### src/source/ticTacPkg.sv
package ticTacPkg;

	localparam int irFrameBits = 32;
	localparam int boardCells  = 9;

	// One board cell
	typedef logic [1:0] cellT;

	localparam cellT cellEmpty = 2'b00;
	localparam cellT cellOne   = 2'b01;
	localparam cellT cellTwo   = 2'b10;

	// Cell 0 top-left, row by row
	typedef cellT [boardCells-1:0] boardT;

	typedef enum logic [1:0] {
		phaseStart  = 2'd0,
		phaseGaming = 2'd1,
		phaseEnding = 2'd2
	} phaseT;

	typedef enum logic [1:0] {
		resultDraw      = 2'b00,
		resultPlayerOne = 2'b01,
		resultPlayerTwo = 2'b10,
		resultPlaying   = 2'b11
	} resultT;

	typedef logic [7:0] keyCodeT;

	// Remote keys
	localparam keyCodeT keyStart     = 8'h12;
	localparam keyCodeT keyRestart   = 8'h00;
	localparam keyCodeT keyCellFirst = 8'h01; // Key k selects cell k-1
	localparam keyCodeT keyCellLast  = 8'h09;

endpackage

### src/source/gameController.sv
`timescale 1ns/1ns

module gameController import ticTacPkg::*; (
	input  logic       iCLK,
	input  logic       iRST_n,
	input  logic       keyValid,
	input  keyCodeT    keyCode,
	input  resultT     result,
	output boardT      board,
	output cellT       player,
	output logic [3:0] moveCount,
	output phaseT      phase
);
	logic       cellKey;
	logic [3:0] cellIdx;
	logic       cellFree;

	assign cellKey  = (keyCode >= keyCellFirst) && (keyCode <= keyCellLast);
	assign cellIdx  = 4'(keyCode - keyCellFirst);
	assign cellFree = cellKey && (board[cellIdx] == cellEmpty);

	always_ff @(posedge iCLK or negedge iRST_n) begin
		if (!iRST_n) begin
			phase     <= phaseStart;
			board     <= '0;
			player    <= cellOne;
			moveCount <= '0;
		end else begin
			case (phase)
				phaseStart: begin
					// Board stays empty until the game starts
					if (keyValid && keyCode == keyStart)
						phase <= phaseGaming;
				end
				phaseGaming: begin
					if (result != resultPlaying) begin
						phase <= phaseEnding; // Judged on the board of the last move
					end else if (keyValid && cellFree) begin
						board[cellIdx] <= player;
						player         <= (player == cellOne) ? cellTwo : cellOne;
						moveCount      <= moveCount + 4'd1;
					end
				end
				phaseEnding: begin
					// Board frozen until restart
					if (keyValid && keyCode == keyRestart) begin
						phase     <= phaseStart;
						board     <= '0;
						player    <= cellOne;
						moveCount <= '0;
					end
				end
				default:
					phase <= phaseStart;
			endcase
		end
	end

endmodule

### src/source/irReceiver.sv
`timescale 1ns/1ns

module irReceiver import ticTacPkg::*; #(
	parameter int idleDur         = 230000,
	parameter int guidanceDur     = 210000,
	parameter int dataReadDur     = 262143,
	parameter int dataHighDur     = 41500,
	parameter int bitAvailableDur = 20000
) (
	input  logic    iCLK,
	input  logic    iRST_n,
	input  logic    iIRDA,
	output logic    keyValid,
	output keyCodeT keyCode
);
	localparam int longDur = (idleDur > guidanceDur) ? idleDur : guidanceDur;
	localparam int maxDur  = (longDur > dataReadDur) ? longDur : dataReadDur;
	localparam int cntW    = $clog2(maxDur + 2);
	localparam int ptrW    = $clog2(irFrameBits + 2);
	localparam int idxW    = $clog2(irFrameBits);

	typedef enum logic [1:0] {
		stIdle     = 2'b00,
		stGuidance = 2'b01,
		stDataRead = 2'b10
	} irStateT;

	irStateT                state;
	irStateT                stateNext;
	logic [1:0]             irSync;
	logic                   irLine;
	logic                   countEn;
	logic [cntW-1:0]        pulseCount;
	logic                   markSeen;
	logic                   bitStep;
	logic [ptrW-1:0]        bitCount;
	logic [idxW-1:0]        bitIdx;
	logic [irFrameBits-1:0] frameData;
	logic                   frameEnd;
	logic                   frameOk;

	// IR line is asynchronous to iCLK
	always_ff @(posedge iCLK or negedge iRST_n) begin
		if (!iRST_n)
			irSync <= 2'b11;
		else
			irSync <= {irSync[0], iIRDA};
	end
	assign irLine = irSync[1];

	always_comb begin
		stateNext = state;
		case (state)
			stIdle:
				if (pulseCount > cntW'(idleDur))
					stateNext = stGuidance;
			stGuidance:
				if (pulseCount > cntW'(guidanceDur))
					stateNext = stDataRead;
			stDataRead:
				if (pulseCount >= cntW'(dataReadDur) || bitCount >= ptrW'(irFrameBits + 1))
					stateNext = stIdle;
			default:
				stateNext = stIdle;
		endcase
	end

	always_ff @(posedge iCLK or negedge iRST_n) begin
		if (!iRST_n)
			state <= stIdle;
		else
			state <= stateNext;
	end

	// Low time in idle, high time otherwise
	assign countEn = (state == stIdle) ? !irLine : irLine;

	always_ff @(posedge iCLK or negedge iRST_n) begin
		if (!iRST_n)
			pulseCount <= '0;
		else if (stateNext != state || !countEn)
			pulseCount <= '0; // Restart on every phase change
		else
			pulseCount <= pulseCount + 1'b1;
	end

	// Tail of the guidance high is not a bit
	always_ff @(posedge iCLK or negedge iRST_n) begin
		if (!iRST_n)
			markSeen <= 1'b0;
		else if (state != stDataRead)
			markSeen <= 1'b0;
		else if (!irLine)
			markSeen <= 1'b1;
	end

	assign bitStep = (state == stDataRead) && markSeen && (pulseCount == cntW'(bitAvailableDur));

	always_ff @(posedge iCLK or negedge iRST_n) begin
		if (!iRST_n)
			bitCount <= '0;
		else if (state != stDataRead)
			bitCount <= '0;
		else if (bitStep)
			bitCount <= bitCount + 1'b1;
	end

	assign bitIdx = idxW'(bitCount - 1'b1);

	// A long high marks a one
	always_ff @(posedge iCLK) begin
		if (state != stDataRead)
			frameData <= '0;
		else if (markSeen && bitCount != '0 && bitCount <= ptrW'(irFrameBits)
			&& pulseCount >= cntW'(dataHighDur))
			frameData[bitIdx] <= 1'b1;
	end

	// Frame closes on the stop mark or on the timeout
	assign frameEnd = (state == stDataRead) && (bitCount == ptrW'(irFrameBits))
		&& (bitStep || pulseCount >= cntW'(dataReadDur));
	assign frameOk  = frameData[irFrameBits-1 -: 8] == ~frameData[irFrameBits-9 -: 8];

	always_ff @(posedge iCLK or negedge iRST_n) begin
		if (!iRST_n) begin
			keyValid <= 1'b0;
			keyCode  <= '0;
		end else begin
			keyValid <= frameEnd && frameOk;
			if (frameEnd && frameOk)
				keyCode <= frameData[irFrameBits-9 -: 8]; // Command byte
		end
	end

endmodule

### src/source/segDecoder.sv
`timescale 1ns/1ns

module segDecoder (
	input  logic [3:0] value,
	output logic [6:0] segments
);
	// Bit order gfedcba, lit segment is a zero
	always_comb begin
		case (value)
			4'h0: segments = ~7'b0111111;
			4'h1: segments = ~7'b0000110;
			4'h2: segments = ~7'b1011011;
			4'h3: segments = ~7'b1001111;
			4'h4: segments = ~7'b1100110;
			4'h5: segments = ~7'b1101101;
			4'h6: segments = ~7'b1111101;
			4'h7: segments = ~7'b0000111;
			4'h8: segments = ~7'b1111111;
			4'h9: segments = ~7'b1101111;
			4'hA: segments = ~7'b1110111;
			4'hB: segments = ~7'b1111100; // Lower case b
			4'hC: segments = ~7'b0111001;
			4'hD: segments = ~7'b1011110; // Lower case d
			4'hE: segments = ~7'b1111001;
			default: segments = ~7'b1110001; // F
		endcase
	end

endmodule

### src/source/ticTacTop.sv
`timescale 1ns/1ns

module ticTacTop import ticTacPkg::*; #(
	parameter int idleDur         = 230000, // 4.6 ms at 50 MHz
	parameter int guidanceDur     = 210000,
	parameter int dataReadDur     = 262143,
	parameter int dataHighDur     = 41500,
	parameter int bitAvailableDur = 20000
) (
	input  logic       iCLK,
	input  logic       iRST_n,
	input  logic       iIRDA,
	output boardT      ledRed,
	output keyCodeT    ledGreen,
	output logic [6:0] hexMoves,
	output logic [6:0] hexResult,
	output logic [6:0] hexPlayer,
	output logic [6:0] hexPhase
);
	logic       keyValid;
	keyCodeT    keyCode;
	boardT      board;
	cellT       player;
	logic [3:0] moveCount;
	phaseT      phase;
	resultT     result;

	irReceiver #(
		.idleDur        (idleDur),
		.guidanceDur    (guidanceDur),
		.dataReadDur    (dataReadDur),
		.dataHighDur    (dataHighDur),
		.bitAvailableDur(bitAvailableDur)
	) u_irReceiver (
		.iCLK    (iCLK),
		.iRST_n  (iRST_n),
		.iIRDA   (iIRDA),
		.keyValid(keyValid),
		.keyCode (keyCode)
	);

	gameController u_gameController (
		.iCLK     (iCLK),
		.iRST_n   (iRST_n),
		.keyValid (keyValid),
		.keyCode  (keyCode),
		.result   (result),
		.board    (board),
		.player   (player),
		.moveCount(moveCount),
		.phase    (phase)
	);

	winChecker u_winChecker (
		.board    (board),
		.moveCount(moveCount),
		.result   (result)
	);

	// Narrow values padded to a hex digit
	segDecoder u_segMoves  (.value(moveCount),        .segments(hexMoves));
	segDecoder u_segResult (.value({2'b00, result}),  .segments(hexResult));
	segDecoder u_segPlayer (.value({2'b00, player}),  .segments(hexPlayer));
	segDecoder u_segPhase  (.value({2'b00, phase}),   .segments(hexPhase));

	assign ledRed   = board;
	assign ledGreen = keyCode; // Last accepted key

endmodule

### src/source/winChecker.sv
`timescale 1ns/1ns

module winChecker import ticTacPkg::*; (
	input  boardT      board,
	input  logic [3:0] moveCount,
	output resultT     result
);
	// Rows, columns, then diagonals
	localparam int lineCells [8][3] = '{
		'{0, 1, 2}, '{3, 4, 5}, '{6, 7, 8},
		'{0, 3, 6}, '{1, 4, 7}, '{2, 5, 8},
		'{0, 4, 8}, '{2, 4, 6}
	};

	logic [7:0] lineOne;
	logic [7:0] lineTwo;

	// Mark that owns a whole line, empty if none
	function automatic cellT lineOwner(input boardT b, input int line);
		cellT first;
		first = b[lineCells[line][0]];
		if (b[lineCells[line][1]] == first && b[lineCells[line][2]] == first)
			return first;
		return cellEmpty;
	endfunction

	always_comb begin
		for (int i = 0; i < 8; i++) begin
			lineOne[i] = lineOwner(board, i) == cellOne;
			lineTwo[i] = lineOwner(board, i) == cellTwo;
		end
	end

	always_comb begin
		if (|lineOne)
			result = resultPlayerOne; // Checked first
		else if (|lineTwo)
			result = resultPlayerTwo;
		else if (moveCount == 4'(boardCells))
			result = resultDraw;
		else
			result = resultPlaying;
	end

endmodule

### config.mk
export PLATFORM = sky130hd
export DESIGN_NAME = ticTacTop
export DESIGN_NICKNAME = d
export VERILOG_FILES = /design/src/source/ticTacPkg.sv /design/src/source/gameController.sv /design/src/source/irReceiver.sv /design/src/source/segDecoder.sv /design/src/source/ticTacTop.sv /design/src/source/winChecker.sv
export SDC_FILE = /design/constraint.sdc
export NUM_CORES = 1
export LEC_CHECK = 0
export BUFFER_PORTS_ARGS = -buffer_cell sky130_fd_sc_hd__clkbuf_2
export CORE_UTILIZATION = 65
export CTS_BUF_LIST = sky130_fd_sc_hd__clkbuf_8
export DETAILED_ROUTE_END_ITERATION = 12
export PLACE_DENSITY = 0.85
export SLEW_MARGIN = 10
export SYNTH_ARGS = -nofsm -noshare
export SYNTH_HDL_FRONTEND = slang
export SYNTH_SLANG_ARGS = --single-unit
### constraint.sdc
create_clock -name iCLK -period 5.9 [get_ports iCLK]
set_input_delay 1.18 -clock iCLK [delete_from_list [all_inputs] [get_ports iCLK]]
set_output_delay 1.18 -clock iCLK [all_outputs]
set_load 0.05 [all_outputs]
==> run summary <==
Startpoint Class: flip-flop
Ys flop type: dfrtp_1
IO Count: 57
CTS tree: done
Final period util: 66.4%
Critical path class: reg2out
Placer Congestion: 0.945
Post-synth ARST share: 80.2%
CP max FO: 6
Slew HR: 44.7%
Drt drc: 0
GR Util All Layers: 30.3%
P per Cell Area: 214 nW/um2
Top cell type's share of synthesized area: 32.2%
Worst path arrival time: 2.74 ns
Delay of the slowest cell on the worst path: 0.69 ns
Non-filler cells, final: 682
Initial antenna violation count: 0
Initial drt markers: 267
Setup TNS: 0 ns
CP top delay family: compound AO/OA/AOI/OAI gates
Count leader, synth: nor2_1
Routed Antenna Nets: 0
Status: completed
Library cells used by synthesis: 70
Unrepaired setup endpoints after global routing: no
Synthesis-to-layout area growth: 10.2%
Buf+Inv Stages, Crit Path: 2
Clk Latency, worst-skew pair: 0.36 ns
Placed Area: 5080 um2
Synth top cells by count: 70 x nor2_1, 62 x dfrtp_1, 35 x nand2_1
Worst slew pin tran: 0.825 ns
DR vias: 4224
F_max: 0.255 GHz
1st-pass router iterations: 5
Critical path's slowest cell: a311oi_1
R2R setup slack: 2.32 ns
Fin crit period: 3.92 ns
# port buffers: 53
Register area share after synthesis: 40.5%
Share of cells above drive strength 1: 16.3%
First-pass GRT wire length: 17900 um
Post-route design area: 5310 um2
Vias in the first global route: 3871
Die Footprint: 7760 um2
CTS Buf Count: 9
Yosys warns: 0
Final WL: 11000 um
Post_cts resized: 0
Largest net degree at the start of global routing: 66
Initial Utilization: 66.8%
Crit-path cells: inv_1 > ha_1 > and2_1 > and2_1 > a311oi_1 > nand2b_1 > clkbuf_2
Setup Skew: 0.00667 ns
Post-route setup slack: 1.98 ns
Grt ovf: 0
Clock Path Buffers: 2
Pre-CTS setup slack: 2.39 ns
N_diodes: 0
Layout fillers: 561
Detailed Place HPWL: 7820 um
Final Hold Slack: 0.358 ns
Final hold viol count: 0
Area of the multi-input gates: 2620 um2
Pleak: 2.36 nW
EDFF count, synth: 0
Hold Path Class: reg2reg
H-Tree Depth: 3
Pins Over Slew Limit: 0
Die Height: 88.1 um
Sequential cell area: 1950 um2
Row count: 31
Drt wl/cell: 16.2 um
VDD IR-drop max: 0.172 mV
Worst-path clk slew: 0.08 ns
Leading area contributor after synthesis: dfrtp_1
Most used cell, CP: and2_1
Clock net sink count: 81
Post-synthesis cell area: 4820 um2
Drt via density: 6.19
Final setup vio count: 0
Maxcap violations: 0
Hold Buf Count CTS: 0
Top cells by area, synth: dfrtp_1 32%, dfxtp_1 6.6%, nor2_1 5.5%
Cells after DPL: 666
Flops & latches, synth: 81
Core box area: 7210 um2
Mean Syn Cell Area: 8.96 um2
Root buffer cell: clkbuf_8
Synth Instances: 538
CP endpoint kind: primary output
Worst Path Required: 4.72 ns
Post-CTS Setup Bufs: 0
Fin nets: 600
Die Wd: 88.1 um
## power by group
part	switching, mW	leakage, nW	internal, mW
clock network	0.204	0.117	0.248
registers	0.0184	1.02	0.567
logic	0.0714	1.23	0.0286
total	0.293	2.36	0.843
## worst reg2reg max path, delay by kind of cell, from the launching register on
family	cells	cell delay, ns
buffers and inverters	1	0.19
AND/OR/NAND/NOR	3	1.17
adder cells (fa/ha/maj)	1	0.33
flip-flops	1	0.53
AO/OA/AOI/OAI	4	1.28
## through the flow
stage	total power, mW	utilization, %
after floorplan	0.665	-
after global placement	0.692	70.5
after detailed placement	0.695	70.5
after CTS	1.14	73.5
after global routing	1.18	73.6
final	1.14	73.6
## cell families after synthesis
family / count (synthesis) / share of synthesized area [%]
and+or+nand+nor: 221 / 24.0
AOI/OAI and AO/OA: 110 / 15.8
DFF: 81 / 40.5
buffers and inverters: 61 / 5.61
xor gates and xnor gates: 31 / 5.63
adders and majority gates: 19 / 4.93
muxes: 14 / 3.40
other: 1 / 0.0778
## layout by cell type, fill, tap and decap left out, types with 11 or more instances in the layout
| cell | instances |
|---|---|
| dfxtp_1 | 16 |
| ha_1 | 19 |
| a21oi_1 | 19 |
| nor2b_1 | 11 |
| nand3_1 | 22 |
| clkbuf_2 | 53 |
| nand2_1 | 35 |
| dfrtp_1 | 62 |
| nor3_1 | 21 |
| o31ai_1 | 14 |
| inv_1 | 31 |
| nor2_1 | 70 |
| xor2_1 | 24 |
| o21ai_0 | 18 |
## metal layers
layer / vias up / track usage, % / wire length (um)
met2: 177 / 51.2 / 5440
met4: 0 / 13.0 / 291
met1: 2023 / 37.3 / 4650
met5: - / 0 / 0
met3: 32 / 7.26 / 655
li1: 1992 / - / -
## registers in the layout (all words and copies together) (netlist names)
register and flops:
u_irReceiver.pulseCount 19, u_gameController.board 18, u_irReceiver.frameData 16, u_irReceiver.keyCode 8, u_irReceiver.bitCount 6, u_gameController.moveCount 4
u_gameController.phase 2, u_gameController.player 2, u_irReceiver.irSync 2, u_irReceiver.state 2, u_irReceiver.keyValid 1, u_irReceiver.markSeen 1
## area by class of cell
type	count	share of cell area, %
tap	99	2.33
timing repair buffer	55	5.28
clock buffer	10	2.59
inverter	32	2.26
sequential	81	36.7
clock inverter	6	1.55
multi-input combinational	399	49.3
## worst paths after layout
check,start,endpoint,depth (start not counted)
min in group asynchronous,iRST_n,u_gameController.moveCount[3],2
setup reg to reg,u_irReceiver.keyCode[0],u_gameController.board[10],9
hold / removal,u_irReceiver.irSync[0],u_irReceiver.irSync[1],0
max in group asynchronous,iRST_n,u_irReceiver.pulseCount[6],2
hold reg to reg,u_irReceiver.irSync[0],u_irReceiver.irSync[1],0
setup / recovery,u_gameController.moveCount[1],hexResult[4],7
No activity file was read; power rests on OpenSTA's default activity.
